--- src/common/cache_pkg.sv ---
`default_nettype none

package cache_pkg;

    localparam int ADDR_W = 32;
    localparam int WORD_W = 32;
    localparam int STRB_W = 4;

    // line geometry
    localparam int WORDS_PER_LINE = 8;
    localparam int OFFSET_W       = 5;
    localparam int WORD_SEL_W     = 3;

    localparam int DEF_INDEX_W = 7;
    localparam int DEF_TAG_W   = ADDR_W - DEF_INDEX_W - OFFSET_W;
    localparam int WAYS        = 2;

    // axi length field for one full line
    localparam int BURST_LEN = WORDS_PER_LINE - 1;

    typedef struct packed {
        logic [ADDR_W-1:0] addr;
        logic              write;
        logic [STRB_W-1:0] strb;
        logic [WORD_W-1:0] wdata;
    } cache_req_t;

    typedef struct packed {
        logic [WORD_W-1:0] rdata;
    } cache_rsp_t;

    typedef logic [WORDS_PER_LINE-1:0][WORD_W-1:0] line_t;

    typedef struct packed {
        logic [ADDR_W-1:0] addr;
    } axi_addr_t;

    typedef struct packed {
        logic [WORD_W-1:0] data;
        logic              last;
    } axi_data_t;

    // dirty is written along with every word write
    typedef struct packed {
        logic [DEF_INDEX_W-1:0] index;
        logic [WORD_SEL_W-1:0]  word;
        logic [STRB_W-1:0]      be;
        logic [WORD_W-1:0]      data;
        logic                   tag_we;
        logic [DEF_TAG_W-1:0]   tag;
        logic                   set_valid;
        logic                   dirty;
    } way_wr_t;

endpackage

`default_nettype wire
--- src/logic/axi_burst_master.sv ---
`timescale 1ns/1ps
`default_nettype none

module axi_burst_master (
    input  wire                              clk,
    input  wire                              arst_n,
    input  wire                              fill_start,
    input  wire                              fill_dirty,
    input  wire [cache_pkg::ADDR_W-1:0]      fill_addr,
    input  wire [cache_pkg::ADDR_W-1:0]      victim_addr,
    input  wire cache_pkg::line_t            victim_line,
    output logic                             fill_beat,
    output logic [cache_pkg::WORD_W-1:0]     fill_data,
    output logic                             fill_done,
    output logic                             ar_valid,
    output cache_pkg::axi_addr_t             ar,
    input  wire                              ar_ready,
    input  wire                              r_valid,
    input  wire cache_pkg::axi_data_t        r,
    output logic                             r_ready,
    output logic                             aw_valid,
    output cache_pkg::axi_addr_t             aw,
    input  wire                              aw_ready,
    output logic                             w_valid,
    output cache_pkg::axi_data_t             w,
    input  wire                              w_ready,
    input  wire                              b_valid
);
    import cache_pkg::*;

    logic                  rd_busy;
    logic                  wr_busy;
    logic                  w_active;
    logic                  fill_busy;
    logic [WORD_SEL_W-1:0] w_cnt;
    line_t                 wline;

    assign r_ready   = rd_busy;
    assign fill_beat = r_valid && rd_busy;
    assign fill_data = r.data;

    assign w_valid = w_active;
    assign w       = '{data: wline[w_cnt], last: (w_cnt == WORD_SEL_W'(BURST_LEN))};

    always_ff @(posedge clk or negedge arst_n) begin
        if (!arst_n) begin
            ar_valid  <= 1'b0;
            aw_valid  <= 1'b0;
            rd_busy   <= 1'b0;
            wr_busy   <= 1'b0;
            w_active  <= 1'b0;
            fill_busy <= 1'b0;
            fill_done <= 1'b0;
            w_cnt     <= '0;
        end else begin
            fill_done <= 1'b0;
            if (fill_start) begin
                ar_valid  <= 1'b1;
                rd_busy   <= 1'b1;
                fill_busy <= 1'b1;
                aw_valid  <= fill_dirty;
                wr_busy   <= fill_dirty;
                w_cnt     <= '0;
            end
            if (ar_valid && ar_ready) begin
                ar_valid <= 1'b0;
            end
            // data follows once the write address is taken
            if (aw_valid && aw_ready) begin
                aw_valid <= 1'b0;
                w_active <= 1'b1;
            end
            if (w_valid && w_ready) begin
                w_cnt <= w_cnt + 1'b1;
                if (w.last) begin
                    w_active <= 1'b0;
                end
            end
            if (wr_busy && !aw_valid && !w_active && b_valid) begin
                wr_busy <= 1'b0;
            end
            if (fill_beat && r.last) begin
                rd_busy <= 1'b0;
            end
            // done only when refill and write-back have both finished
            if (fill_busy && !rd_busy && !wr_busy) begin
                fill_done <= 1'b1;
                fill_busy <= 1'b0;
            end
        end
    end

    always_ff @(posedge clk) begin
        if (fill_start) begin
            ar.addr <= fill_addr;
            aw.addr <= victim_addr;
            wline   <= victim_line;
        end
    end

endmodule

`default_nettype wire

--- config.mk ---
export PLATFORM = sky130hd
export DESIGN_NAME = axi_burst_master
export DESIGN_NICKNAME = d
export VERILOG_FILES = /design/src/common/cache_pkg.sv /design/src/logic/axi_burst_master.sv
export SDC_FILE = /design/constraint.sdc
export NUM_CORES = 1
export LEC_CHECK = 0
export ABC_AREA = 1
export BUFFER_PORTS_ARGS = -buffer_cell sky130_fd_sc_hd__buf_4
export CORE_AREA = 2 2 194 196
export CTS_CLUSTER_DIAMETER = 60
export DETAILED_ROUTE_END_ITERATION = 6
export DIE_AREA = 0 0 196 198
export GPL_ROUTABILITY_DRIVEN = 0
export PLACE_DENSITY = 0.63
export SLEW_MARGIN = 20
export SYNTH_ARGS = -nofsm -noshare
export SYNTH_HDL_FRONTEND = slang
export SYNTH_SLANG_ARGS = --single-unit
--- constraint.sdc ---
create_clock -name clk -period 1.3 [get_ports clk]
set_input_delay 0.26 -clock clk [delete_from_list [all_inputs] [get_ports clk]]
set_output_delay 0.26 -clock clk [all_outputs]
set_load 0.1 [all_outputs]
### After elaboration in Yosys (flattened, before gate mapping)

Index checks and enable logic that the tools add are counted.

* add/sub/neg operators: 1
* $lt $le $gt $ge: 1
* eq/ne operators: 1
* multiplexer cells: 15
* reduce and logical (&&, ||, !) cells: 20

Operators with widths (count)
* $bmux 32 s3: 1
* $mux 32: 1
* $reduce_bool 2->1: 6
* $mux 1: 11
* $logic_and 1x1->1: 10
* $mux 3: 2
* $logic_not 1->1: 4
* $lt 3x4->1 const B: 1
* $add 3x1->3 const B: 1
* $eq 3x3->1 const B: 1

* flip-flop bits (word level): 330
* word-level logic and storage cells: 56

### Longest topological paths before layout

* word-level depth: 5
* mapped depth: 8
* mapped depth without buffers: 6

### Least setup slack after synthesis

No wires, ideal clock.

* path type: flip-flop to flip-flop
* start point: register rd_busy (netlist: r_ready)
* end point: register rd_busy (netlist: r_ready)
* setup time: 0.122 ns
* arrival time: 1.897 ns
* required time: 1.178 ns
* setup slack: -0.719 ns
* stages on the path, launching flop included: 6
* clock period less this slack: 2.019 ns
* cells stage by stage: dfrtp_1 > nand2_1 > inv_1 > nand2_1 > o21ai_0 > inv_1

* longest elaborated chain between the ends: 3

Ends and longest elaborated chain
* start: declaration: line axi_burst_master.sv:31 `logic rd_busy;`
* start signal: assignment: line axi_burst_master.sv:49 `rd_busy <= 1'b0;`
* start signal: assignment: line axi_burst_master.sv:59 `rd_busy <= 1'b1;`
* start signal: assignment: line axi_burst_master.sv:83 `rd_busy <= 1'b0;`
* $logic_and 1x1->1 (*): line axi_burst_master.sv:39 `assign fill_beat = r_valid && rd_busy;`
* named net fill_beat: line axi_burst_master.sv:12 `output logic fill_beat,`
* $logic_and 1x1->1 (*): line axi_burst_master.sv:82 `if (fill_beat && r.last) begin`
* $mux 1 or $reduce_bool 2->1 (tied branches)

Mark *: on every way through the listed nets, which the timed path passes. The rest lies on a longest branch.
A chain may end at the register's enable or synchronous reset.

==> reports/metrics.yaml <==
die:
  die_w_um: 196
  io_pins: 497
  dieHeight_um: 198
  initial_utilization_pct: 37.0
  core_um2: 37000
  dieArea_um2: 38800
  core.rowCount: 71
timing:
  slew_violations: 0
  period_needed_ps: 2350
  rsz0062_at_grt: "true"
  worst_slack_ps: -1050
  hold_ws_ps: 63.7
  fin_skew_ps: 6.70
  setup_viol: 105
  max_slew_margin_pct: 73.8
  worst_pin_slew_ps: 393
  fmax_mhz: 426
  finalCritPeriodShare_pct: 181
  finalHoldViolCount: 0
setup_path:
  cp-start-kind: "flop"
  end_kind: "output port"
  cp_max_fo: 7
  cp.arrival_ps: 2090
  slowest_stage: "dfrtp_4"
  crit_chain: "clkinv_8 -> buf_16 -> clkbuf_16 -> nand2_2 -> nand3_1 -> nand2_1 -> nand2_2 -> nand2_8 -> buf_12"
  crit_top_cell: "nand2_2"
  slowest_delay_ps: 500
  critical_path_class: "reg -> out"
  crit_required_ps: 1040
  crit_buf_inv: 4
  path_delay_family: "buffers and inverters"
drt:
  drc: 0
  antenna_left: 0
  drt_iter0_drc: 612
  via_per_inst: 4.59
  first_pass_iters: 5
  drt_wl_total_mm: 47.0
  wl_per_cell_um: 18.4
  vias: 11735
outcome:
  violations: "negative setup slack"
  status: "finished, violations left"
pwr:
  pwr-share-comb_pct: 51.0
  seqPwrFrac_pct: 26.7
  peakVddDrop_uv: 2810
  p_sw_mw: 20.5
  power_mw: 48.8
  p_int_mw: 28.3
  p_clk_share_pct: 22.2
  power.density_nw_per_um2: 1990
  p_leak_nw: 11.3
  netSwitchingFraction_pct: 42.0
cts:
  cts_max_level: 2
  cts-buffers-inserted: 41
  clock-sinks: 330
  cts-root-buf: "clkbuf_16"
  cts_tree: "built"
  clock_tree.buffer_depth: 3
  clkLatencyLatePin_ps: 550
  clk_pin_slew_ps: 60
global_route:
  gr-total-overflow: 0
  grt_pass1_wl_mm: 68.9
  first_global_vias: 12508
  grt_max_degree: 65
  antenna_found_initial: 2
  grtUsageTotal_pct: 23.5
run:
  max-cap-violations: 0
logic_synthesis:
  syn_area_um2: 13700
  synth_cell_types: 17
  synthCells: 1250
  avgSynthCellArea_um2: 10.9
  yosys_warnings: 0
  syn-num-nets: 1614
  synth_seq_cells: 330
  ys_seq_area_share_pct: 72.1
placement:
  port_buffers: 432
  dp_hpwl_mm: 27.4
  placed_cell_area_um2: 18600
  post-place-ws_ps: -572
finish:
  fin_area_um2: 24600
  syn2layout_area_growth_pct: 79.6
  fill_cells: 2502
  drive_gt1_share_pct: 37.0
  nets: 2411
min_path:
  hold_path.class: "in -> reg"
kinds of logic (layout without fill, tap and decap cells):
family                   Yosys count  in the layout  synth area share (%)
buffers and inverters            350           1179                  10.9
AND/OR/NAND/NOR                  558            558                  16.5
adder cells (fa/ha/maj)            2              2                 0.183
other                              0              4                     0
flip-flops                       330            330                  72.1
AO/OA/AOI/OAI                     10             10                 0.402
cell usage after synthesis (all sizes together):
library cell / count / share of area (%)
nand2: 426 / 12
edfxtp: 320 / 70
inv: 269 / 7.4
nand3: 128 / 4.7
buf: 75 / 3.3
dfrtp: 10 / 1.8
o21ai: 7 / 0.26
clkbuf: 6 / 0.16
a21oi: 2 / 0.073
ha: 2 / 0.18
nor2: 2 / 0.055
nor3: 1 / 0.037
o211a: 1 / 0.073
or2: 1 / 0.046
layer usage:
layer  part of all wire, %  routed length [um]  GRT usage (%)  vias up
li1                      -                   -              -     5523
met2                    52               24300           42.0      500
met4                   4.5                2110           11.3        0
met5                     0                   0              0        -
met3                   6.9                3230           5.96      149
met1                    37               17400           26.3     5563
placed cells by master (no fill, tap or decap), types with 7 or more instances in the layout:
master / instances
clkbuf_16: 46
nand3_1: 95
clkinv_2: 10
nand2_8: 32
nand2_1: 276
clkbuf_1: 7
nand3_2: 32
buf_4: 362
inv_1: 265
nand2_2: 100
dlygate4sd3_1: 325
nand2_4: 18
buf_12: 69
edfxtp_1: 320
buf_6: 68
registers in the layout, summed over array words and instances (netlist names), 3 cells and up:
name and flops:
w_cnt 3, aw 32, wline 256, ar 32
timing repair:
item,4_1_cts,5_1_grt
setup buffers,5,4
pin swaps,8,23
endpoints found under the hold margin,334,0
endpoints found under the setup margin,106,105
resized for setup,221,84
gates cloned,3,3
hold buffers,325,0
path summary, 6_finish.rpt:
| check | from | end | slack [ps] | cells after the start |
|---|---|---|---|---|
| worst max-delay path | w_cnt[0] | w[7] | -1050 | 9 |
| worst min-delay path | fill_start | wline[16] | 60 | 1 |
| worst max register to register | w_cnt[0] | w_cnt[2] | -60 | 5 |
| worst min register to register | fill_busy | fill_busy | 520 | 2 |
| max in group asynchronous | arst_n | r_ready | 1010 | 2 |
| min in group asynchronous | arst_n | w_valid | 100 | 2 |
layout make-up:
| type | instances | area, um^2 | area share [%] |
|---|---|---|---|
| well taps | 474 | 593 | 2.41 |
| multi-input cells | 570 | 3440 | 14.0 |
| clock inverters | 24 | 163 | 0.662 |
| flip-flops and latches | 330 | 9870 | 40.2 |
| repair buffers | 835 | 8360 | 34.0 |
| diodes | 4 | 10.0 | 0.0407 |
| inverters | 269 | 1030 | 4.17 |
| clock buffers | 51 | 1120 | 4.54 |
power by group through the flow:
stage / Clock [mW] / Sequential, mW / Combinational (mW)
floorplan: 0 / 14.4 / 14.0
global placement: 0 / 13.2 / 19.8
detailed placement: 0 / 13.2 / 19.9
CTS: 11.0 / 13.0 / 23.9
global route: 11.5 / 13.1 / 26.0
finish: 10.9 / 13.1 / 24.9
through the flow:
stage,util [%],setup TNS [ps],instances
2_1_floorplan,-,-5830,1250
3_3_place_gp,50.4,-16050,2138
3_5_place_dp,50.4,-16540,2138
4_1_cts,65.3,-42960,2546
5_1_grt,66.5,-46670,2555
6_report,66.5,-40590,2557
No activity file was read; power rests on OpenSTA's default activity.
