$ cat src/common/cache_pkg.sv
`default_nettype none

package cache_pkg;

    localparam int ADDR_W = 32;
    localparam int WORD_W = 32;
    localparam int STRB_W = 4;

    // line geometry
    localparam int WORDS_PER_LINE = 8;
    localparam int OFFSET_W       = 5;
    localparam int WORD_SEL_W     = 3;

    localparam int DEF_INDEX_W = 7;
    localparam int DEF_TAG_W   = ADDR_W - DEF_INDEX_W - OFFSET_W;
    localparam int WAYS        = 2;

    // axi length field for one full line
    localparam int BURST_LEN = WORDS_PER_LINE - 1;

    typedef struct packed {
        logic [ADDR_W-1:0] addr;
        logic              write;
        logic [STRB_W-1:0] strb;
        logic [WORD_W-1:0] wdata;
    } cache_req_t;

    typedef struct packed {
        logic [WORD_W-1:0] rdata;
    } cache_rsp_t;

    typedef logic [WORDS_PER_LINE-1:0][WORD_W-1:0] line_t;

    typedef struct packed {
        logic [ADDR_W-1:0] addr;
    } axi_addr_t;

    typedef struct packed {
        logic [WORD_W-1:0] data;
        logic              last;
    } axi_data_t;

    // dirty is written along with every word write
    typedef struct packed {
        logic [DEF_INDEX_W-1:0] index;
        logic [WORD_SEL_W-1:0]  word;
        logic [STRB_W-1:0]      be;
        logic [WORD_W-1:0]      data;
        logic                   tag_we;
        logic [DEF_TAG_W-1:0]   tag;
        logic                   set_valid;
        logic                   dirty;
    } way_wr_t;

endpackage

`default_nettype wire
$ cat src/cache/way_merge.sv
`timescale 1ns/1ps
`default_nettype none

module way_merge #(
    parameter  int index_w = cache_pkg::DEF_INDEX_W,
    localparam int tag_w   = cache_pkg::ADDR_W - index_w - cache_pkg::OFFSET_W
) (
    input  wire [cache_pkg::WAYS-1:0][tag_w-1:0]  way_tag,
    input  wire [cache_pkg::WAYS-1:0]             way_valid,
    input  wire [cache_pkg::WAYS-1:0]             way_dirty,
    input  wire cache_pkg::line_t [cache_pkg::WAYS-1:0] way_line,
    input  wire [tag_w-1:0]                       req_tag,
    input  wire [cache_pkg::WORD_SEL_W-1:0]       req_word,
    input  wire [index_w-1:0]                     req_index,
    input  wire                                   victim_way,
    output logic                                  hit,
    output logic                                  hit_way,
    output logic [cache_pkg::WORD_W-1:0]          hit_word,
    output logic                                  victim_dirty,
    output cache_pkg::line_t                      victim_line,
    output logic [cache_pkg::ADDR_W-1:0]          victim_addr
);
    import cache_pkg::*;

    logic [WAYS-1:0] way_hit;

    always_comb begin
        hit     = 1'b0;
        hit_way = 1'b0;
        for (int i = 0; i < WAYS; i++) begin
            way_hit[i] = way_valid[i] && (way_tag[i] == req_tag);
            if (way_hit[i]) begin
                hit     = 1'b1;
                hit_way = 1'(i);
            end
        end
    end

    assign hit_word = way_line[hit_way][req_word];

    // victim sits in the same set as the request
    assign victim_line  = way_line[victim_way];
    assign victim_addr  = {way_tag[victim_way], req_index, {OFFSET_W{1'b0}}};
    assign victim_dirty = way_valid[victim_way] && way_dirty[victim_way];

endmodule

`default_nettype wire

$ cat config.mk
export PLATFORM = sky130hd
export DESIGN_NAME = way_merge
export DESIGN_NICKNAME = d
export VERILOG_FILES = /design/src/common/cache_pkg.sv /design/src/cache/way_merge.sv
export SDC_FILE = /design/constraint.sdc
export NUM_CORES = 1
export LEC_CHECK = 0
export ABC_AREA = 1
export BUFFER_PORTS_ARGS = -buffer_cell sky130_fd_sc_hd__buf_2
export CAP_MARGIN = 20
export CORE_AREA = 2 2 355 357
export DETAILED_ROUTE_END_ITERATION = 7
export DIE_AREA = 0 0 357 359
export PLACE_DENSITY = 0.3
export SLEW_MARGIN = 20
export SYNTH_ARGS = -nofsm -noshare
export SYNTH_HDL_FRONTEND = slang
export SYNTH_SLANG_ARGS = --single-unit
export TNS_END_PERCENT = 10
$ cat constraint.sdc
create_clock -name vclk -period 2.6
set_clock_uncertainty 0.05 [all_clocks]
set_input_delay 0.52 -clock vclk [all_inputs]
set_output_delay 0.52 -clock vclk [all_outputs]
set_load 0.05 [all_outputs]
== Word-level counts from Yosys, hierarchy flattened ==
Cells that the tools add are included.

* Register bits: 0
* Input port bits: 587
* Word-level logic and storage cells: 23

* Order comparisons: 3
* Equal/unequal tests: 2
* Multiplexer cells: 15
* Reductions and logical operators: 3

{| class="wikitable"
|+ Operator list
! operator !! number
|-
| $mux W256 || 4
|-
| $bmux W32 S3 || 1
|-
| $eq A20 B20 Y1 || 2
|-
| $mux W20 || 2
|-
| $mux W32 || 1
|-
| $mux W1 || 7
|-
| $lt A1 B2 Y1 const B || 2
|-
| $lt A3 B4 Y1 const B || 1
|-
| $logic_and A1 B1 Y1 || 3
|}

== Longest topological paths before layout ==
* Word-level depth: 7
* Mapped depth: 14
* Mapped depth without buffers: 12

== Worst setup path after synthesis ==
OpenSTA, ideal clock, no wires.

* Kind: input port to output port
* Start: input victim_way
* End: output victim_addr[27] (netlist name)
* Arrival time: 2.426 ns
* Data required time: 2.030 ns
* Slack: -0.396 ns
* Cell stages on the path: 5
* Buffers on the path: 3
* Cells stage by stage: clkbuf_1 -> clkbuf_1 -> inv_1 -> clkbuf_1 -> o21ai_0

* Word-level cells in the longest chain between the ends: 2

{| class="wikitable"
|+ Ends and longest elaborated chain
! what !! RTL line !! text
|-
| start, declared || way_merge.sv:15 || <nowiki>input wire victim_way,</nowiki>
|-
| $mux W20 (implied by the code) (2 in a row) || way_merge.sv:43 || <nowiki>assign victim_addr = {way_tag[victim_way], req_index, {OFFSET_W{1'b0}}};</nowiki>
|-
| end, declared || way_merge.sv:21 || <nowiki>output logic [cache_pkg::ADDR_W-1:0] victim_addr</nowiki>
|}

Every way passes these cells. The select of a mux whose other input is x is not followed.

== Worst setup path after layout ==
* Start: input req_tag[9]
* End: output hit_word[16] (netlist name)

* Word-level cells in the longest chain between the ends: 7

{| class="wikitable"
|+ Ends and longest elaborated chain
! what !! RTL line !! text
|-
| start, declared || way_merge.sv:12 || <nowiki>input wire [tag_w-1:0] req_tag,</nowiki>
|-
| $eq A20 B20 Y1 || way_merge.sv:31 || <nowiki>way_hit[i] = way_valid[i] && (way_tag[i] == req_tag);</nowiki>
|-
| $logic_and A1 B1 Y1 || way_merge.sv:31 ||
|-
| $mux W1 || way_merge.sv:32 || <nowiki>if (way_hit[i]) begin</nowiki>
|-
| $mux W256 (implied by the code) (2 in a row) || way_merge.sv:39 || <nowiki>assign hit_word = way_line[hit_way][req_word];</nowiki>
|-
| $bmux W32 S3 || way_merge.sv:39 ||
|-
| $mux W32 (implied by the code) || way_merge.sv:39 ||
|-
| end, declared || way_merge.sv:18 || <nowiki>output logic [cache_pkg::WORD_W-1:0] hit_word,</nowiki>
|}

Every way passes these cells. The select of a mux whose other input is x is not followed.

==> metrics.txt <==
# TYPE chip_impl_metric gauge
chip_impl_info{name="outcome",value="complete, but fails checks"} 1
chip_impl_info{name="failed_checks",value="setup timing"} 1
chip_impl_metric{name="synth.yosys.warnings",unit=""} 0
chip_impl_metric{name="layout_min_cycle_time",unit="ns"} 3.21
chip_impl_metric{name="slew_headroom",unit=""} 0.540
chip_impl_info{name="rsz0062_at_grt",value="true"} 1
chip_impl_metric{name="drive_above_1_share",unit=""} 0.458
chip_impl_metric{name="synth-adder-area-share",unit=""} 0
chip_impl_metric{name="grt_first_pass_wirelength",unit="mm"} 167
chip_impl_metric{name="fraction_of_synthesized_cell_area_in_xor_and_xnor_cells",unit=""} 0.00470
chip_impl_metric{name="syn-instance-count",unit=""} 2478
chip_impl_info{name="cell_chain_of_the_critical_path",value="buf_4 -> o21ai_2 -> nor2_1 -> nand2_1 -> nor2_4 -> buf_12 -> buf_8 -> buf_12 -> buf_16 -> buf_12 -> buf_16 -> nand4_1 -> nand3_2 -> nand3_4 -> nand3_4 -> nand2_4 -> buf_12"} 1
chip_impl_metric{name="cp_max_fo",unit=""} 10
chip_impl_metric{name="dpl_cell_area",unit="mm²"} 0.0207
chip_impl_metric{name="timing.fmax",unit="GHz"} 0.311
chip_impl_metric{name="synth_largest_type_area_fraction",unit=""} 0.214
chip_impl_info{name="post_synth_most_frequent_cells",value="sky130_fd_sc_hd__nand2_1, sky130_fd_sc_hd__inv_1, sky130_fd_sc_hd__nand3_1, sky130_fd_sc_hd__o21ai_0, sky130_fd_sc_hd__nand4_1"} 1
chip_impl_metric{name="first_global_vias",unit=""} 20400
chip_impl_metric{name="hold_path_depth",unit=""} 0
chip_impl_metric{name="final-instance-count-excl-fill",unit=""} 5165
chip_impl_metric{name="int_power",unit="mW"} 1.77
chip_impl_metric{name="final.setup.worst_slack",unit="ns"} -0.615
chip_impl_metric{name="post-place-ws",unit="ns"} -1.16
chip_impl_info{name="timing.critical_path.mode_cell",value="sky130_fd_sc_hd__buf_12"} 1
chip_impl_metric{name="mux_cell_area_share_after_synthesis",unit=""} 0
chip_impl_metric{name="report.final.slew_viol_count",unit=""} 0
chip_impl_metric{name="post-place-cells",unit=""} 5094
chip_impl_metric{name="post_drt_via_cell_ratio",unit=""} 3.99
chip_impl_info{name="worstSetupEndpointType",value="output pin"} 1
chip_impl_metric{name="finish.net_count",unit=""} 4090
chip_impl_metric{name="power.static_leakage",unit="nW"} 13.4
chip_impl_metric{name="totalPowerFinal",unit="mW"} 5.28
chip_impl_metric{name="dieHeight",unit="µm"} 359
chip_impl_info{name="yosysMostFrequentCell",value="sky130_fd_sc_hd__nand2_1"} 1
chip_impl_metric{name="placeableCoreArea",unit="mm²"} 0.125
chip_impl_metric{name="compound_gate_portion_of_the_synthesized_area",unit=""} 0.134
chip_impl_metric{name="irDropWorstVdd",unit="V"} 0.000135
chip_impl_metric{name="cap_violations",unit=""} 0
chip_impl_metric{name="power.density",unit="mW/mm²"} 217
chip_impl_metric{name="route.final.wire_length",unit="mm"} 126
chip_impl_info{name="hp-start",value="req_index[5]"} 1
chip_impl_metric{name="syn_area_per_cell",unit="µm²"} 4.51
chip_impl_info{name="dominant_combinational_cell_family_by_area_after_synthesis",value="simple AND/OR/NAND/NOR gates"} 1
chip_impl_metric{name="setup_violations",unit=""} 33
chip_impl_metric{name="fraction_of_the_yosys_area_taken_by_sequential_cells",unit=""} 0
chip_impl_info{name="critical-path-slowest-cell",value="sky130_fd_sc_hd__nand3_4"} 1
chip_impl_metric{name="power.share.combinational",unit=""} 1.000
chip_impl_metric{name="route.detailed.drc",unit=""} 0
chip_impl_metric{name="area_growth_syn_to_layout",unit="%"} 118
chip_impl_metric{name="wire_per_inst",unit="µm"} 24.4
chip_impl_metric{name="post_synth_instance_area",unit="mm²"} 0.0112
chip_impl_metric{name="max_slew.worst_pin.slew",unit="ns"} 0.683
chip_impl_metric{name="sequential_cell_area",unit="µm²"} 0
chip_impl_info{name="hp-class",value="primary input to output pin"} 1
chip_impl_metric{name="maximum_number_of_pins_on_one_net_before_global_route_repair",unit=""} 120
chip_impl_metric{name="critPathMaxStageDelay",unit="ns"} 0.19
chip_impl_metric{name="cts-hold-fix-buffers",unit=""} 0
chip_impl_metric{name="antenna_violations_before_repair",unit=""} 52
chip_impl_info{name="crit_start",value="req_tag[9]"} 1
chip_impl_metric{name="clock_power_frac",unit=""} 0
chip_impl_metric{name="synth_simple_gate_area_frac",unit=""} 0.573
chip_impl_metric{name="min_period_over_period",unit=""} 1.24
chip_impl_metric{name="grtUsageTotal",unit=""} 0.186
chip_impl_metric{name="timing.critical_path.arrival",unit="ns"} 2.64
chip_impl_metric{name="pin_count",unit=""} 910
chip_impl_metric{name="required",unit="ns"} 2.03
chip_impl_info{name="timing.setup.critical_path_class",value="primary input to output pin"} 1
chip_impl_metric{name="drt_pass_1_iters",unit=""} 6
chip_impl_metric{name="routability_cong",unit=""} 0.944
chip_impl_metric{name="fp-row-count",unit=""} 130
chip_impl_metric{name="hpwlAfterDp",unit="mm"} 104
chip_impl_metric{name="die_wd",unit="µm"} 357
chip_impl_metric{name="portBuffers",unit=""} 891
chip_impl_metric{name="power.share.sequential",unit=""} 0
chip_impl_metric{name="p_sw",unit="mW"} 3.50
chip_impl_metric{name="net_switching_share_of_the_total_power",unit=""} 0.664
chip_impl_metric{name="final.clkbuf_count",unit=""} 0
chip_impl_info{name="yosysTopAreaCell",value="sky130_fd_sc_hd__nand2_1"} 1
chip_impl_metric{name="start_util",unit=""} 0.0897
chip_impl_metric{name="post-route-cell-area",unit="mm²"} 0.0244
chip_impl_info{name="start_kind",value="primary input"} 1
chip_impl_metric{name="finalHoldViolCount",unit=""} 0
chip_impl_metric{name="vias",unit=""} 20600
chip_impl_metric{name="timing.hold.ws",unit="ns"} 0.990
chip_impl_metric{name="numSequentialCells",unit=""} 0
chip_impl_metric{name="dieArea",unit="mm²"} 0.128
chip_impl_metric{name="ys_types",unit=""} 23
chip_impl_metric{name="iteration_0_drc_count_of_the_detailed_router",unit=""} 1202
chip_impl_metric{name="globalRouteOverflowTotal",unit=""} 0
chip_impl_metric{name="antenna_left",unit=""} 0
chip_impl_info{name="netlist_top_cells_area",value="sky130_fd_sc_hd__nand2_1, sky130_fd_sc_hd__nand3_1, sky130_fd_sc_hd__inv_1"} 1
## through the flow
| stage | util | setup TNS [ns] |
|---|---|---|
| 2_1_floorplan | - | -26.17 |
| 3_3_place_gp | 0.166 | -32.00 |
| 3_5_place_dp | 0.166 | -31.37 |
| 4_1_cts | 0.188 | -20.03 |
| 5_1_grt | 0.195 | -21.54 |
| 6_report | 0.196 | -17.76 |
## power by group through the flow
stage / logic (mW) / registers (mW) / clock network, mW
after global routing: 5.63 / 0 / 0.000000572
after floorplan: 2.50 / 0 / 0
after global placement: 4.99 / 0 / 0
after detailed placement: 4.97 / 0 / 0
after CTS: 5.27 / 0 / 0
final: 5.28 / 0 / 0.000000730
## worst paths after layout
kind,to,slack (ns)
setup / recovery,hit_word[16],-0.61
hold / removal,victim_addr[10],0.99
## cells in the final DEF, fill, tap and decap left out, types with 12 or more instances in the layout
cell type,n
sky130_fd_sc_hd__inv_1,539
sky130_fd_sc_hd__nand3_1,246
sky130_fd_sc_hd__buf_4,217
sky130_fd_sc_hd__o21ai_0,262
sky130_fd_sc_hd__o21ai_1,12
sky130_fd_sc_hd__buf_12,128
sky130_fd_sc_hd__nand2_4,22
sky130_fd_sc_hd__nand4_1,262
sky130_fd_sc_hd__buf_16,30
sky130_fd_sc_hd__inv_2,26
sky130_fd_sc_hd__buf_8,15
sky130_fd_sc_hd__buf_2,792
sky130_fd_sc_hd__diode_2,14
sky130_fd_sc_hd__nand2_2,71
sky130_fd_sc_hd__nand3_2,150
sky130_fd_sc_hd__nand2_1,543
sky130_fd_sc_hd__nand3_4,58
sky130_fd_sc_hd__buf_6,57
## kinds of logic (layout without fill, tap and decap cells)
group,Yosys count,after routing
simple gates,1374,1374
xor+xnor,6,6
buf+inv,804,1823
other cells,1,19
compound gates,293,293
## worst max-delay path: cells and delay by family
kind            cells  cell delay [ns]
simple gates        8             0.88
compound gates      1             0.15
buf+inv             8             1.07
## layout make-up
| class | count | area [µm²] |
|---|---|---|
| fillers | 14700 | 100000 |
| multi-input cells | 1678 | 9880 |
| repair buffers | 1252 | 10200 |
| well taps | 1650 | 2060 |
| diodes | 14 | 35.0 |
| inverters | 571 | 2160 |
## routing by layer
metal	global-route usage	up-vias	wire length, µm
met5	0	-	138
met1	0.234	9638	53800
met4	0.0306	22	2240
li1	-	10100	-
met3	0.0382	135	7910
met2	0.328	766	62200
## timing repair
item                                    CTS  global route
gates resized for setup                 413           171
pin swaps                                82            74
endpoints found under the setup margin   34            34
cloned                                   28             8
buffers inserted                         19            19
No activity file was read; power rests on OpenSTA's default activity.
