--- src/common/cache_pkg.sv ---
`default_nettype none

package cache_pkg;

    localparam int ADDR_W = 32;
    localparam int WORD_W = 32;
    localparam int STRB_W = 4;

    // line geometry
    localparam int WORDS_PER_LINE = 8;
    localparam int OFFSET_W       = 5;
    localparam int WORD_SEL_W     = 3;

    localparam int DEF_INDEX_W = 7;
    localparam int DEF_TAG_W   = ADDR_W - DEF_INDEX_W - OFFSET_W;
    localparam int WAYS        = 2;

    // axi length field for one full line
    localparam int BURST_LEN = WORDS_PER_LINE - 1;

    typedef struct packed {
        logic [ADDR_W-1:0] addr;
        logic              write;
        logic [STRB_W-1:0] strb;
        logic [WORD_W-1:0] wdata;
    } cache_req_t;

    typedef struct packed {
        logic [WORD_W-1:0] rdata;
    } cache_rsp_t;

    typedef logic [WORDS_PER_LINE-1:0][WORD_W-1:0] line_t;

    typedef struct packed {
        logic [ADDR_W-1:0] addr;
    } axi_addr_t;

    typedef struct packed {
        logic [WORD_W-1:0] data;
        logic              last;
    } axi_data_t;

    // dirty is written along with every word write
    typedef struct packed {
        logic [DEF_INDEX_W-1:0] index;
        logic [WORD_SEL_W-1:0]  word;
        logic [STRB_W-1:0]      be;
        logic [WORD_W-1:0]      data;
        logic                   tag_we;
        logic [DEF_TAG_W-1:0]   tag;
        logic                   set_valid;
        logic                   dirty;
    } way_wr_t;

endpackage

`default_nettype wire
--- src/cache/cache_ctrl.sv ---
`timescale 1ns/1ps
`default_nettype none

module cache_ctrl #(
    parameter  int index_w = cache_pkg::DEF_INDEX_W,
    localparam int tag_w   = cache_pkg::ADDR_W - index_w - cache_pkg::OFFSET_W
) (
    input  wire                              clk,
    input  wire                              arst_n,
    input  wire                              req_valid,
    input  wire cache_pkg::cache_req_t       req,
    output logic                             rsp_valid,
    output cache_pkg::cache_rsp_t            rsp,
    output logic [index_w-1:0]               lookup_index,
    output cache_pkg::way_wr_t               way_wr,
    output logic [cache_pkg::WAYS-1:0]       way_we,
    input  wire                              hit,
    input  wire                              hit_way,
    input  wire [cache_pkg::WORD_W-1:0]      hit_word,
    input  wire                              victim_dirty,
    output logic [tag_w-1:0]                 req_tag,
    output logic [cache_pkg::WORD_SEL_W-1:0] req_word,
    output logic                             victim_way,
    output logic                             fill_start,
    output logic                             fill_dirty,
    input  wire                              fill_beat,
    input  wire [cache_pkg::WORD_W-1:0]      fill_data,
    input  wire                              fill_done
);
    import cache_pkg::*;

    typedef enum logic [1:0] {
        st_idle,
        st_compare,
        st_fill,
        st_respond
    } state_t;

    state_t                state;
    cache_req_t            req_q;
    logic [index_w-1:0]    req_index;
    logic [2**index_w-1:0] lru;
    logic [WORD_SEL_W-1:0] fill_cnt;
    logic [WORD_W-1:0]     fill_word;

    assign req_tag   = req_q.addr[ADDR_W-1 -: tag_w];
    assign req_index = req_q.addr[OFFSET_W +: index_w];
    assign req_word  = req_q.addr[OFFSET_W-1 -: WORD_SEL_W];

    // look up straight from the port in idle so the hit is known next cycle
    assign lookup_index = (state == st_idle) ? req.addr[OFFSET_W +: index_w] : req_index;

    // lru bit points at the way to replace
    assign victim_way = lru[req_index];

    assign fill_start = (state == st_compare) && !hit;
    assign fill_dirty = victim_dirty;

    assign rsp_valid = ((state == st_compare) && hit) || (state == st_respond);
    assign rsp.rdata = (state == st_respond) ? fill_word : hit_word;

    always_ff @(posedge clk or negedge arst_n) begin
        if (!arst_n) begin
            state    <= st_idle;
            lru      <= '0;
            fill_cnt <= '0;
        end else begin
            case (state)
                st_idle: begin
                    if (req_valid) begin
                        state <= st_compare;
                    end
                end
                st_compare: begin
                    if (hit) begin
                        lru[req_index] <= ~hit_way;
                        state          <= st_idle;
                    end else begin
                        fill_cnt <= '0;
                        state    <= st_fill;
                    end
                end
                st_fill: begin
                    if (fill_beat) begin
                        fill_cnt <= fill_cnt + 1'b1;
                    end
                    if (fill_done) begin
                        state <= st_respond;
                    end
                end
                st_respond: begin
                    lru[req_index] <= ~lru[req_index];
                    state          <= st_idle;
                end
                default: state <= st_idle;
            endcase
        end
    end

    always_ff @(posedge clk) begin
        if ((state == st_idle) && req_valid) begin
            req_q <= req;
        end
        // grab the requested word as it streams past
        if ((state == st_fill) && fill_beat && (fill_cnt == req_word)) begin
            fill_word <= fill_data;
        end
    end

    always_comb begin
        way_we       = '0;
        way_wr       = '0;
        way_wr.index = DEF_INDEX_W'(req_index);
        way_wr.tag   = DEF_TAG_W'(req_tag);
        way_wr.word  = req_word;
        way_wr.be    = req_q.strb;
        way_wr.data  = req_q.wdata;
        case (state)
            st_compare: begin
                if (hit && req_q.write) begin
                    way_we[hit_way] = 1'b1;
                    way_wr.dirty    = 1'b1;
                end
            end
            st_fill: begin
                if (fill_beat) begin
                    way_we[victim_way] = 1'b1;
                    way_wr.word        = fill_cnt;
                    way_wr.be          = '1;
                    way_wr.data        = fill_data;
                end
            end
            st_respond: begin
                // install the tag, then merge a pending write
                way_we[victim_way] = 1'b1;
                way_wr.tag_we      = 1'b1;
                way_wr.set_valid   = 1'b1;
                way_wr.dirty       = req_q.write;
                if (!req_q.write) begin
                    way_wr.be = '0;
                end
            end
            default: ;
        endcase
    end

endmodule

`default_nettype wire

--- config.mk ---
export PLATFORM = sky130hd
export DESIGN_NAME = cache_ctrl
export DESIGN_NICKNAME = d
export VERILOG_FILES = /design/src/common/cache_pkg.sv /design/src/cache/cache_ctrl.sv
export SDC_FILE = /design/constraint.sdc
export NUM_CORES = 1
export LEC_CHECK = 0
export ABC_AREA = 1
export BUFFER_PORTS_ARGS = -buffer_cell sky130_fd_sc_hd__buf_2
export CORE_MARGIN = 2
export CORE_UTILIZATION = 29
export DETAILED_ROUTE_END_ITERATION = 8
export PLACE_DENSITY = 0.48
export SETUP_SLACK_MARGIN = 0.3
export SYNTH_ARGS = -nofsm -noshare
export SYNTH_HDL_FRONTEND = slang
export SYNTH_SLANG_ARGS = --single-unit
--- constraint.sdc ---
create_clock -name clk -period 5.2 [get_ports clk]
set_clock_uncertainty 0.05 [all_clocks]
set_input_delay 0 -clock clk [delete_from_list [all_inputs] [get_ports clk]]
set_output_delay 0 -clock clk [all_outputs]
set_load 0.005 [all_outputs]
# After elaboration in Yosys (flattened, before gate mapping)
# Index checks and enable logic that the tools add are counted.
# classes
n_reduce_logical,17
n_lt_le_gt_ge,6
add_sub_neg,1
muxes,32
n_bitwise,2
eq_ne,9
# op_table
operator,count
128-bit bitwise mux,2
128-bit one-hot mux with 2 select lines,1
128-bit 2-to-1 mux,1
32-bit 2-to-1 mux,2
39-bit 2-to-1 mux,1
2-bit 2-to-1 mux,5
2-bit inequality test (second input constant),5
1-bit logical AND,9
3-bit 2-to-1 mux,3
7-bit by 8-bit less-than comparator with 1-bit output (second input constant),1
2-bit one-hot mux with 4 select lines,1
4-bit one-hot mux with 2 select lines,1
1-bit binary-select mux with 7-bit select,1
1-bit demux with 7-bit select,1
7-bit by 1-bit greater-or-equal comparator with 1-bit output (second input constant),1
7-bit 2-to-1 mux,1
1-bit 2-to-1 mux,6
2-bit one-hot mux with 3 select lines,1
3-bit one-hot mux with 2 select lines,1
2-bit equality test (second input constant),2
1-bit by 2-bit less-than comparator with 1-bit output (second input constant),2
4-bit 2-to-1 mux,1
2-bit AND reduction,2
2-bit nonzero test,2
other kinds (11),14
# word_totals
output_inout_bits,137
wordCells,75
in_bits,141
ff_bits,234

# Logic depth before layout (Yosys ltp)
# Gate-level depths: netlist of run 1.
# depth
ltp_word,8
ltp_mapped,20
depth_no_buf,16

# Worst setup path before layout of run 1
# OpenSTA, ideal clock, no wires.
# synth_path
kind,register to register
start,register state[0]
end,"register fill_word[0], enable pin"
path_buffers,0
setup_slack_ns,0.727
t_arrival_ns,3.921
required_time_ns,4.649
setup_ns,0.501
stages_incl_launch_ff,4
period_less_slack_ns,4.473
cell_sequence,dfrtp_1 -> nor2_1 -> nand2_1 -> nor4_1
# synth_via
elab_chain_cells,3
# synth_lines
item,line,rtl
from (decl),cache_ctrl.sv:39,state_t state;
from (signal assigned),cache_ctrl.sv:64,state <= st_idle;
from (signal assigned),cache_ctrl.sv:71,state <= st_compare;
from (signal assigned),cache_ctrl.sv:77,state <= st_idle;
2-bit equality test,cache_ctrl.sv:105,if ((state == st_fill) && fill_beat && (fill_cnt == req_word)) begin
1-bit logical AND (2 in a row),cache_ctrl.sv:105,
to (signal assigned),cache_ctrl.sv:106,fill_word <= fill_data;
to (decl),cache_ctrl.sv:44,logic [WORD_W-1:0] fill_word;
# No other way between the ends.
# A chain may end at the register's enable or synchronous reset.

# Final worst setup path of run 1
# layout_path
start,"register req_q, in the netlist way_wr[62]"
end,register lru[122]
# layout_via
elab_chain_cells,7
word_cells_on_any_way,12
cone_classes,order compare (2); mux (8); bitwise (1); reduce/logical (1)
# layout_lines
item,line,rtl
from (decl),cache_ctrl.sv:40,cache_req_t req_q;
from (signal assigned),cache_ctrl.sv:102,req_q <= req;
7-bit by 8-bit less-than comparator with 1-bit output (implied by the code) / 7-bit by 1-bit greater-or-equal comparator with 1-bit output (equally long branches),"cache_ctrl.sv:76, cache_ctrl.sv:92",
1-bit logical AND (implied by the code),"cache_ctrl.sv:76, cache_ctrl.sv:92",
1-bit 2-to-1 mux (implied by the code),"cache_ctrl.sv:76, cache_ctrl.sv:92",
1-bit demux with 7-bit select,"cache_ctrl.sv:76, cache_ctrl.sv:92",
128-bit bitwise mux,cache_ctrl.sv:76,lru[req_index] <= ~hit_way;
128-bit 2-to-1 mux,cache_ctrl.sv:75,if (hit) begin
128-bit one-hot mux with 2 select lines *,cache_ctrl.sv:68,case (state)
"to (signal, indexed assignment)",cache_ctrl.sv:76,
"to (signal, indexed assignment)",cache_ctrl.sv:92,lru[req_index] <= ~lru[req_index];
to (decl),cache_ctrl.sv:42,logic [2**index_w-1:0] lru;
# Mark *: on every way between the ends. The rest lies on a longest branch, timed or not. The select of a mux whose other input is x is not followed.

==> results of run 1 <==
-- cells by family after synthesis --
group / Yosys count
simple gates: 1178
compound gates: 50
fa+ha+maj: 1
xor+xnor: 3
flops: 232
buf+inv: 214
-- Yosys cell counts, types with 6 or more instances --
library cell / n
inv_2: 6
o21ai_0: 34
edfxtp_1: 99
nand2_1: 901
nor2_1: 171
o21ai_1: 6
nor3_1: 17
inv_1: 87
buf_6: 16
clkbuf_1: 28
buf_2: 13
buf_1: 7
buf_4: 55
dfrtp_1: 133
nand3_1: 70
-- power groups by stage --
stage                     Combinational, mW  Clock [mW]  Sequential [mW]
after floorplan                        1.08           0             2.42
after global placement                 1.77           0             2.44
after detailed placement               1.77           0             2.45
after CTS                              1.85        2.28             2.42
after global routing                   2.06        2.37             2.46
final                                  1.84        2.24             2.42
-- routing by layer --
| metal | share of wire, % | vias to the layer above | wire (um) | track usage (%) |
|---|---|---|---|---|
| met5 | 0 | - | 0 | 0 |
| met4 | 2.0 | 0 | 864 | 4.13 |
| li1 | - | 5748 | - | - |
| met2 | 47 | 428 | 20000 | 31.8 |
| met1 | 44 | 5515 | 18700 | 26.0 |
| met3 | 6.4 | 50 | 2730 | 3.28 |
-- worst paths after layout --
path,slack [ns],end,depth (start not counted)
max,1.68,lru[122]$_DFFE_PN0P_,18
min,0.06,req_q[12]$_DFFE_PP_,2
max reg2reg,1.68,lru[122]$_DFFE_PN0P_,18
min reg2reg,0.43,lru[63]$_DFFE_PN0P_,2
max in group asynchronous,3.88,lru[36]$_DFFE_PN0P_,3
min in group asynchronous,0.07,lru[124]$_DFFE_PN0P_,2
-- per-stage QoR --
step / setup WS, ns / utilization [%] / cell area [um2]
3_3_place_gp: 1.69 / 32.9 / 13800
6_report: 1.68 / 38.0 / 16000
5_1_grt: 1.35 / 38.0 / 16000
2_1_floorplan: 0.727 / - / 12300
3_5_place_dp: 1.67 / 32.9 / 13800
4_1_cts: 1.66 / 38.0 / 15900
-- cells in the final DEF (no fill, tap or decap), types with 2 or more instances in the layout --
cell type,Yosys,final
nand2_1,901,900
buf_2,13,272
nor2_1,171,169
dfrtp_1,133,133
dlygate4sd3_1,0,105
edfxtp_1,99,99
inv_1,87,87
nand3_1,70,70
o21ai_0,34,34
clkbuf_16,0,29
buf_4,55,19
nor3_1,17,16
clkinv_2,0,9
inv_2,6,6
o21ai_1,6,6
bufinv_16,0,6
nor2_2,5,5
or2_1,5,5
a21oi_1,5,5
clkbuf_8,0,5
nor2_4,1,3
clkinv_1,2,3
o211ai_1,3,3
nand4_1,3,3
xor2_1,3,3
nand2_2,2,2
o21a_1,2,2
clkbuf_1,28,2
buf_12,0,2
-- sequential cells by signal, summed over array words and instances, names as in the netlist, named ones only --
register   cells
way_wr         7
fill_word     32
lru          128
req_word       3
req_q         37
req_tag       20
fill_cnt       3
state          1
-- area by class of cell --
class	instances	area (um2)	area share, %
repair buffers	400	2630	16.5
clock inverters	18	256	1.61
inverters	95	357	2.24
multi-input cells	1232	4930	30.9
well taps	539	674	4.23
clock buffers	36	802	5.03
flip-flops and latches	232	6300	39.5
-- timing repair --
item / in CTS / in global routing
buffers inserted: 0 / 0
hold buffers: 105 / 0
endpoints found under the hold margin: 202 / 0
-- critical path, delay by kind of cell (launching register included) --
kind / cells / cell delay, ns
buffers and inverters: 3 / 1.46
AND/OR/NAND/NOR: 15 / 1.45
flip-flops: 1 / 0.40
==> metrics.md, run 1 <==
| Metric | Value |
|---|---|
| Arrival time worst endpoint | ~4 ns |
| Final routed DRC violation total | 0 |
| Final setup violation count | 0 |
| Synthesized cell area | 0.0123 mm2 |
| Sequential element share of the synthesized area | a little over 50% |
| # clock sinks | between 200 and 250 |
| Die Span X | ~210 um |
| CTS tree | done |
| CP endpoint kind | flip-flop |
| Post-Place Cells | 2,392 |
| Count of cell types in the netlist | 29 |
| Synth Instances | ~1,700 |
| Die area | 0.0442 mm2 |
| Row count | between 70 and 80 |
| Largest family of logic cells by synthesized area | simple AND/OR/NAND/NOR gates |
| N_diodes | 0 |
| Flop pwr share | 37.3% |
| Clock latency at the later pin of the worst-skew pair | just under 0.6 ns |
| Slew Limit Fails | 0 |
| TNS Setup | 0 ns |
| RR Startpoint | way_wr[62]$_DFFE_PP_ |
| Total number of H-tree levels | 1 |
| Synth Area in Compound Gates | about 2.1% |
| I/O Buffers | ~270 |
| Overall Global Routing Usage | a little under a fifth |
| Core Area | 0.0419 mm2 |
| Number of global-route vias before repair | between 10,000 and 15,000 |
| Antenna violation net count after detailed routing | 0 |
| Yosys top cell area share | roughly 27% |
| Initial Utilization | between 20% and 30% |
| CP Cell Sequence | inv_2 -> buf_4 -> nand2_1 -> nand2_1 -> nand2_1 -> nand2_1 -> nand2_1 -> nand2_1 -> nand2_1 -> nand2_1 -> nor2_1 -> nor2_1 -> nor2_1 -> nand2_2 -> nand2_8 -> buf_4 -> nand2_1 -> nand2_1 |
| Clock root buffer | clkbuf_16 |
| Status | finished, final reports clean |
| Layout area overhead | 29.4% |
| First-pass GRT wire length | 66,000 um |
| Gpl congestion | 0.787 |
| Fin Hold WS | 0.0648 ns |
| CP most frequent cell | nand2_1 |
| Main synth FF type | dfrtp_1 |
| Crit Path Max Fanout | 45 |
| Syn Area/Cell | 7.35 um2 |
| Fill count | about 4,300 |
| Static leakage | approximately 8.1 nW |
| Nets | about 2,100 |
| Largest net degree at the start of global routing | 129 |
| Clock power frac | 34.5% |
| Critical path's largest stage delay | around 0.67 ns |
| YS warnings | 0 |
| Worst hold path type | input port to flip-flop |
| Detailed Routing Iterations Pass 1 | 5 |
| Switching Share | 34.3% |
| PD cells | 407 mW/mm2 |
| FF+latch count, synth | 232 |
| Synthesized Nets | 1,820 |
| Period utilization | 67.7% |
| Final min period | 3.52 ns |
| Kind of critical path | flip-flop to flip-flop |
| Clock Path Buffers | 3 |
| Synthesized-area fraction occupied by adder cells | less than 1% |
| Max Cap Viol | 0 |
| DR WL/cell | roughly 17 um |
| Main area contributors after synthesis | nand2_1 27%, dfrtp_1 27%, edfxtp_1 24%, nor2_1 5.2%, buf_4 3.3% |
| Die height | 210 um |
| Share of cells above drive strength 1 | between 10% and 20% |
| CTS buffer count | 29 |
| Antenna violations before repair | 0 |
| Finished Layout Cells | between 2,000 and 3,000 |
| Net switching power | 2.23 mW |
| Largest area contributor in the netlist | nand2_1 |
| Slowest cell on the critical path | inv_2 |
| Cell internal pwr | 4.27 mW |
| Slew headroom | between 15 and 20% |
| CP startpoint | way_wr[62]$_DFFE_PP_ |
| RSZ-0062 raised after global routing | no |
| Number of synthesized flops with an enable pin | 99 |
| Comb pwr share | between 20% and 30% |
| CP startpoint kind | flip-flop |
| Worst vdd ir | between 300 and 400 uV |
| Number of DRC markers in iteration 0 | around 850 |
| Total power | approximately 6.5 mW |
| Worst Path Required | approximately 5.6 ns |
| Via density | around 4.6 |
| GRT overflow | 0 |
| Xor and xnor fraction of the mapped netlist area | less than 1% |
| Post-synthesis mux area share | 0% |
| Clk pin slew, worst setup/hold paths | about 0.07 ns |
| Simple-gate share of the synthesized area | ~37% |
| Slew @ Worst Pin | between 1 and 1.5 ns |
| Boundary Pins | 278 |
| Fmax | between 200 and 300 MHz |
| Post-CTS sizing | 0 |
| Detailed placement HPWL | around 27,000 um |
| Hold path startpoint | req[12] |
| Ys async rst share | between 50% and 60% |
| Final WL | ~42,000 um |
| Vias | ~12,000 |
| Final Hold Fails | 0 |
(Power assumes the default switching activity.)
==> inputs of run 2 (changes only) <==
==> constraint.sdc (replaced) <==
create_clock -name clk -period 3.5 [get_ports clk]
set_clock_uncertainty 0.05 [all_clocks]
set_input_delay 0 -clock clk [delete_from_list [all_inputs] [get_ports clk]]
set_output_delay 0 -clock clk [all_outputs]
set_load 0.005 [all_outputs]
==> run 2 against run 1 <==
Worst hold slack got worse by 0.060 ns. Clock power increased by 33%. Sequential cell count unchanged. Die area unchanged.
==> metrics.md, run 2 (synthesis results as in run 1) <==
| Metric | Value |
|---|---|
| Worst hold path type | input port to asynchronous set/reset pin (was input port to flip-flop) |
| Final min period | roughly 3.0 ns |
| Core Area | 0.0419 mm2 (unchanged) |
| Via density | 4.56 (was 4.60) |
| Die Span X | 210 um (unchanged) |
| CP endpoint kind | primary output (was flip-flop) |
| Final routed DRC violation total | 0 (unchanged) |
| Row count | 75 (unchanged) |
| Total number of H-tree levels | 1 (unchanged) |
| Largest net degree at the start of global routing | 78 (was 129) |
| Critical path's top delay family | simple AND/OR/NAND/NOR gates (was buffers and inverters) |
| Final worst setup slack | 0.546 ns (was 1.68 ns) |
| CTS buffer count | 29 (unchanged) |
| Buffer and inverter count on the worst path | 3 (unchanged) |
| Status | finished, final reports clean (unchanged) |
| Clk pin slew, worst setup/hold paths | 0.06 ns (was 0.07 ns) |
| RSZ-0062 raised after global routing | no (unchanged) |
| Die height | 210 um (unchanged) |
| Fmax | approximately 340 MHz |
| Detailed placement HPWL | 28,300 um (was 27,400 um) |
| Static leakage | 8.18 nW (was 8.13 nW) |
| Gpl congestion | 0.823 (was 0.787) |
| Post-layout util | 38.2% (was 38.0%) |
| Number of DRC markers in iteration 0 | 862 (was 851) |
| Critical path's largest stage delay | 0.45 ns (was 0.67 ns) |
| # clock sinks | 232 (unchanged) |
| Vias | 11,715 (was 11,741) |
| Commonest non-fill, non-tap cells in the layout | 900 x nand2_1, 272 x buf_2, 168 x nor2_1, 133 x dfrtp_1, 106 x dlygate4sd3_1 (was 900 x nand2_1, 272 x buf_2, 169 x nor2_1, 133 x dfrtp_1, 105 x dlygate4sd3_1) |
| N_diodes | 0 (unchanged) |
| Slew Limit Fails | 0 (unchanged) |
| Arrival time worst endpoint | 2.90 ns (was 3.92 ns) |
| Nets | 2,153 (was 2,132) |
| Most common cell after layout, fill and taps aside | nand2_1 (unchanged) |
| CP most frequent cell | nand2_1 (unchanged) |
| DR WL/cell | 16.5 um (was 16.6 um) |
| Share of cells above drive strength 1 | 18.4% (was 18.2%) |
| CP Cell Sequence | inv_4 -> buf_6 -> nand2_1 -> nand2_1 -> nand2_1 -> nand2_1 -> nand2_1 -> nand2_1 -> nand2_1 -> nand2_1 -> nand2_1 -> nand2_1 -> nor2_1 -> nand2_2 -> o21ai_0 -> nand2_1 -> buf_2 (was inv_2 -> buf_4 -> nand2_1 -> nand2_1 -> nand2_1 -> nand2_1 -> nand2_1 -> nand2_1 -> nand2_1 -> nand2_1 -> nor2_1 -> nor2_1 -> nor2_1 -> nand2_2 -> nand2_8 -> buf_4 -> nand2_1 -> nand2_1) |
| Slowest cell on the critical path | edfxtp_1 (was inv_2) |
| Number of global-route vias before repair | 11,593 (was 11,495) |
| Period utilization | 84.4% |
| TNS Setup | 0 ns (unchanged) |
| Worst vdd ir | 378 uV (was 309 uV) |
| Reg with most FFs | lru (unchanged) |
| Worst Path Required | 3.45 ns (was 5.60 ns) |
| Placement-stage worst setup slack | 0.481 ns (was 1.67 ns) |
| I/O Buffers | 273 (unchanged) |
| Antenna violations before repair | 0 (unchanged) |
| Die area | 0.0442 mm2 (unchanged) |
| CP startpoint kind | flip-flop (unchanged) |
| Top flop regs | lru x128, req_q x37, fill_word x32 (unchanged) |
| Crit Path Max Fanout | 20 (was 45) |
| Layout area overhead | 29.9% (was 29.4%) |
| Slew @ Worst Pin | 0.803 ns (was 1.24 ns) |
| Initial Utilization | 29.4% (unchanged) |
| Largest register FFs | 128 (unchanged) |
| Final setup violation count | 0 (unchanged) |
| Detailed Routing Iterations Pass 1 | 6 (was 5) |
| CTS tree | done (unchanged) |
| PD cells | 587 mW/mm2 (was 407 mW/mm2) |
| Overall Global Routing Usage | 19.2% (was 19.1%) |
| Slew headroom | 46.3% (was 16.7%) |
| Max Cap Viol | 0 (unchanged) |
| Boundary Pins | 278 (unchanged) |
| Clock Path Buffers | 3 (unchanged) |
| Clock root buffer | clkbuf_16 (unchanged) |
| Antenna violation net count after detailed routing | 0 (unchanged) |
| Kind of critical path | flip-flop to primary output (was flip-flop to flip-flop) |
| Final Hold Fails | 0 (unchanged) |
| First-pass GRT wire length | 66,200 um (was 66,000 um) |
| GRT overflow | 0 (unchanged) |
| Final WL | 42,500 um (was 42,300 um) |
| Clock latency at the later pin of the worst-skew pair | 0.58 ns (about the same) |
-- run 2: changes by cell type in the layout (fill, tap and decap cells not counted), moves of 3 or more --
| cell | before | now |
|---|---|---|
| clkinv_2 | 9 | 3 |
| bufinv_16 | 6 | 3 |
| clkinv_1 | 3 | 7 |
| buf_4 | 19 | 35 |
| clkbuf_1 | 2 | 9 |
| clkbuf_8 | 5 | 1 |
| buf_12 | 2 | 5 |
-- run 2: worst paths after layout --
path	from	to	slack [ns]	cells past startpoint
worst max-delay path	way_wr[62]$_DFFE_PP_	way_we[1]	0.55	17
worst min-delay path	arst_n	lru[13]$_DFFE_PN0P_	0.005	2
worst max register to register	way_wr[63]$_DFFE_PP_	lru[18]$_DFFE_PN0P_	0.81	15
worst min register to register	lru[67]$_DFFE_PN0P_	lru[67]$_DFFE_PN0P_	0.42	2
max in group asynchronous	arst_n	lru[2]$_DFFE_PN0P_	2.60	3
min in group clk	req[11]	req_q[11]$_DFFE_PP_	0.07	2
-- run 2: per-layer routing --
metal	vias up	global-route usage, %	routed length [um]
met3	76	3.40	2660
li1	5802	-	-
met5	-	0	0
met2	397	31.9	19900
met1	5440	25.7	18700
met4	0	5.60	1260
-- run 2: what timing repair did --
action / CTS / global route
hold buffers: 106 / 0
endpoints found under the setup margin: 2 / 1
endpoints found under the hold margin: 190 / 0
setup buffers: 2 / 2
gates resized for setup: 1 / 6
-- run 2: power breakdown --
| group | internal [mW] | switching [mW] |
|---|---|---|
| logic | 0.974 | 1.81 |
| clock network | 1.77 | 1.23 |
| registers | 3.35 | 0.259 |
| total | 6.09 | 3.30 |
-- run 2: area by class of cell --
cell class / instances / area, um2
Inverter: 95 / 359
Fill cell: 4369 / 25900
Tap cell: 539 / 674
Sequential cell: 232 / 6300
Clock inverter: 13 / 153
Multi-Input combinational cell: 1232 / 4930
Timing Repair Buffer: 421 / 2820
Clock buffer: 39 / 773
-- run 2: worst register-to-register path: cells and delay by family, from the launching register on --
family / cells / cell delay (ns)
DFF: 1 / 0.49
buffers and inverters: 3 / 0.64
and+or+nand+nor: 12 / 1.43
-- run 2: through the flow --
stage	hold slack, ns	power [mW]	std cells	cell area, um2
after floorplan	-0.346	5.20	1678	12300
after global placement	-0.0500	6.32	2409	14000
after detailed placement	-0.0500	6.34	2409	14000
after CTS	0.0414	9.49	2569	16000
after global routing	0.0578	9.96	2571	16000
final	0.00456	9.40	2571	16000
==> inputs of run 3 (changes only) <==
--- a/config.mk
+++ b/config.mk
@@ -10,7 +10,7 @@
 export CORE_MARGIN = 2
 export CORE_UTILIZATION = 29
 export DETAILED_ROUTE_END_ITERATION = 8
-export PLACE_DENSITY = 0.48
+export PLACE_DENSITY = 0.5
 export SETUP_SLACK_MARGIN = 0.3
 export SYNTH_ARGS = -nofsm -noshare
 export SYNTH_HDL_FRONTEND = slang
==> constraint.sdc (replaced) <==
create_clock -name clk -period 2.5 [get_ports clk]
set_clock_uncertainty 0.05 [all_clocks]
set_input_delay 0 -clock clk [delete_from_list [all_inputs] [get_ports clk]]
set_output_delay 0 -clock clk [all_outputs]
set_load 0.005 [all_outputs]
==> run 3 against run 2 <==
The flow now finishes with violations (negative hold slack, negative setup slack). Register-to-register slack got worse by 1.0 ns. Global-route usage rose by 1.5 points. Wire length rose by 11%. Combinational power rose by 68%. Worst hold slack got worse by 0.037 ns. Cell area rose by 10%. Sequential share of layout area fell by 3.6 points. Sequential cell count did not move. Clock-buffer cell count fell by 9. Critical path type unchanged. Critical endpoint unchanged.
==> metrics.md, run 3 (synthesis results as in run 1) <==
| Metric | Value |
|---|---|
| Initial Utilization | 29.4% (unchanged) |
| Design area | 0.0176 mm2 (was 0.0160 mm2) |
| Period utilization | 112% |
| Nets | 2,238 (was 2,153) |
| Die Span X | 210 um (unchanged) |
| Placed Area | 0.0144 mm2 (was 0.0140 mm2) |
| Core Area | 0.0419 mm2 (unchanged) |
| Final routed DRC violation total | 0 (unchanged) |
| Final min period | about 2.8 ns |
| Commonest non-fill, non-tap cells in the layout | 851 x nand2_1, 271 x buf_2, 164 x nor2_1, 132 x dfrtp_1, 106 x dlygate4sd3_1 (was 900 x nand2_1, 272 x buf_2, 168 x nor2_1, 133 x dfrtp_1, 106 x dlygate4sd3_1) |
| Worst Path Required | 2.45 ns (was 3.45 ns) |
| Post-layout util | 42.1% (was 38.2%) |
| CP most frequent cell | nand2_1 (unchanged) |
| Overall Global Routing Usage | 20.8% (was 19.2%) |
| Total number of H-tree levels | 1 (unchanged) |
| Critical path's largest stage delay | 0.43 ns (was 0.45 ns) |
| TNS Setup | -18.23 ns (was 0 ns) |
| Most common cell after layout, fill and taps aside | nand2_1 (unchanged) |
| Gpl congestion | 0.828 (was 0.823) |
| Worst R2R End | lru[102]$_DFFE_PN0P_ (was lru[18]$_DFFE_PN0P_) |
| Slew Limit Fails | 0 (unchanged) |
| CP Cell Sequence | buf_6 -> buf_12 -> clkbuf_16 -> nand2_2 -> nand2_1 -> nand2_1 -> nand2_1 -> nand2_1 -> nand2_1 -> nand2_1 -> nand2_2 -> nor2_2 -> nor2_2 -> nor2_1 -> nand2_2 -> buf_6 -> o21ai_4 -> nand2_2 -> buf_6 (was inv_4 -> buf_6 -> nand2_1 -> nand2_1 -> nand2_1 -> nand2_1 -> nand2_1 -> nand2_1 -> nand2_1 -> nand2_1 -> nand2_1 -> nand2_1 -> nor2_1 -> nand2_2 -> o21ai_0 -> nand2_1 -> buf_2) |
| Die height | 210 um (unchanged) |
| DR WL/cell | 17.8 um (was 16.5 um) |
| GRT overflow | 0 (unchanged) |
| Top flop regs | lru x128, req_q x37, fill_word x32 (unchanged) |
| Clk pin slew, worst setup/hold paths | 0.06 ns (about the same) |
| Via density | 4.66 (was 4.56) |
| Slowest cell on the critical path | edfxtp_1 (unchanged) |
| Share of cells above drive strength 1 | 25.0% (was 18.4%) |
| GRT Max-Usage Layer | met2 (unchanged) |
| Fmax | approximately 360 MHz |
| CP startpoint kind | flip-flop (unchanged) |
| Vias | 12,382 (was 11,715) |
| Antenna violations before repair | 1 (was 0) |
| Status | finished with violations (was finished, final reports clean) |
| Total power | 14.1 mW (was 9.40 mW) |
| RR Startpoint | way_wr[62]$_DFFE_PP_ (was way_wr[63]$_DFFE_PP_) |
| Die area | 0.0442 mm2 (unchanged) |
| Fill count | 4,180 (was 4,369) |
| Layout area overhead | 43.1% (was 29.9%) |
| Final Hold Fails | 8 (was 0) |
| Largest register FFs | 128 (unchanged) |
| Largest net degree at the start of global routing | 77 (was 78) |
| CP endpoint kind | primary output (unchanged) |
| Max Cap Viol | 0 (unchanged) |
| I/O Buffers | 273 (unchanged) |
| Global Route met3 Usage | 3.74% (was 3.40%) |
| # clock sinks | 232 (unchanged) |
| Kind of critical path | flip-flop to primary output (unchanged) |
| Boundary Pins | 278 (unchanged) |
| Met2 usage | 35.0% (was 31.9%) |
| Final WL | 47,200 um (was 42,500 um) |
| Detailed placement HPWL | 29,800 um (was 28,300 um) |
| Crit Path Max Fanout | 4 (was 20) |
| Reg with most FFs | lru (unchanged) |
| PD cells | 798 mW/mm2 (was 587 mW/mm2) |
| RSZ-0062 raised after global routing | yes (was no) |
| Reg2reg setup slack | -0.20 ns (was 0.81 ns) |
| CTS buffer count | 28 (was 29) |
| Detailed Routing Iterations Pass 1 | 5 (was 6) |
| Number of DRC markers in iteration 0 | 885 (was 862) |
| Worst vdd ir | 563 uV (was 378 uV) |
| Arrival time worst endpoint | 2.76 ns (was 2.90 ns) |
| Final worst setup slack | -0.306 ns (was 0.546 ns) |
| Violated checks | negative hold slack, negative setup slack |
| Met1 Track Usage GR | 27.1% (was 25.7%) |
| Finished Layout Cells | 2,658 (was 2,571) |
| Number of global-route vias before repair | 12,283 (was 11,593) |
| Area of the multi-input gates | 0.00514 mm2 (was 0.00493 mm2) |
| Slew headroom | 44.4% (was 46.3%) |
| Sequential Area | 0.00630 mm2 (about the same) |
| CTS tree | done (unchanged) |
| Clock Path Buffers | 3 (unchanged) |
| Post-Place Cells | 2,447 (was 2,409) |
| Slew @ Worst Pin | 0.835 ns (was 0.803 ns) |
| Row count | 75 (unchanged) |
| Fin Hold WS | -0.0322 ns (was 0.00456 ns) |
| Clock root buffer | clkbuf_16 (unchanged) |
| Final setup violation count | 131 (was 0) |
| Static leakage | 8.94 nW (was 8.18 nW) |
| Placement-stage worst setup slack | 0.0451 ns (was 0.481 ns) |
| Worst hold path type | input port to asynchronous set/reset pin (unchanged) |
| Antenna violation net count after detailed routing | 0 (unchanged) |
| R2R cell count | 22 (was 15) |
| First-pass GRT wire length | 71,000 um (was 66,200 um) |
| Clock latency at the later pin of the worst-skew pair | 0.59 ns (was 0.58 ns) |
[run 3: cell count changes in the layout (fill, tap and decap cells not counted), sizes merged, moves of 2 or more]
cell,change
buf,+77
clkinv,+5
clkinvlp,+5
clkbuf,-2
[run 3: area by class of cell]
| class | instances | share of cell area (%) |
|---|---|---|
| flip-flops and latches | 232 | 35.7 |
| clock buffers | 30 | 4.07 |
| clock inverters | 22 | 1.46 |
| repair buffers | 505 | 23.6 |
| inverters | 95 | 2.11 |
| repair inverters | 1 | 0.0425 |
| well taps | 539 | 3.82 |
| diodes | 1 | 0.0142 |
| multi-input cells | 1233 | 29.1 |
[run 3: worst max path at each step]
stage	endpoint	from	cells past startpoint	slack, ns
2_1_floorplan	fill_word[0]$_DFFE_PP_	req_word[1]$_DFFE_PP_	2	0.26
3_3_place_gp	lru[96]$_DFFE_PN0P_	way_wr[62]$_DFFE_PP_	15	0.07
3_5_place_dp	lru[11]$_DFFE_PN0P_	way_wr[62]$_DFFE_PP_	15	0.05
4_1_cts	way_we[1]	way_wr[62]$_DFFE_PP_	15	-0.24
5_1_grt	way_we[1]	way_wr[62]$_DFFE_PP_	19	-0.43
6_report	way_we[1]	way_wr[62]$_DFFE_PP_	19	-0.31
[run 3: worst max-delay path, delay by kind of cell, from the launching register on]
kind / cells / cell delay (ns)
flip-flops: 1 / 0.43
AO/OA/AOI/OAI: 1 / 0.05
buffers and inverters: 5 / 0.74
AND/OR/NAND/NOR: 13 / 0.97
[run 3: metal layers]
metal / up-vias / routed length (um)
li1: 5977 / -
met1: 5830 / 20000
met2: 480 / 22300
met3: 95 / 3290
met4: 0 / 1610
met5: - / 0
[run 3: where the power goes]
part           total [mW]  switching [mW]  internal, mW
Sequential           5.08           0.385          4.70
Clock                4.33            1.82          2.52
Combinational        4.68            2.82          1.86
[run 3: timing repair]
item                                   in CTS  in global routing
pin swaps                                  11                 26
buffers inserted                           17                 10
hold buffers                              106                  0
endpoints found under the hold margin     192                  0
resized for setup                          45                 71
cloned                                     17                  8
setup endpoints to repair                 162                157
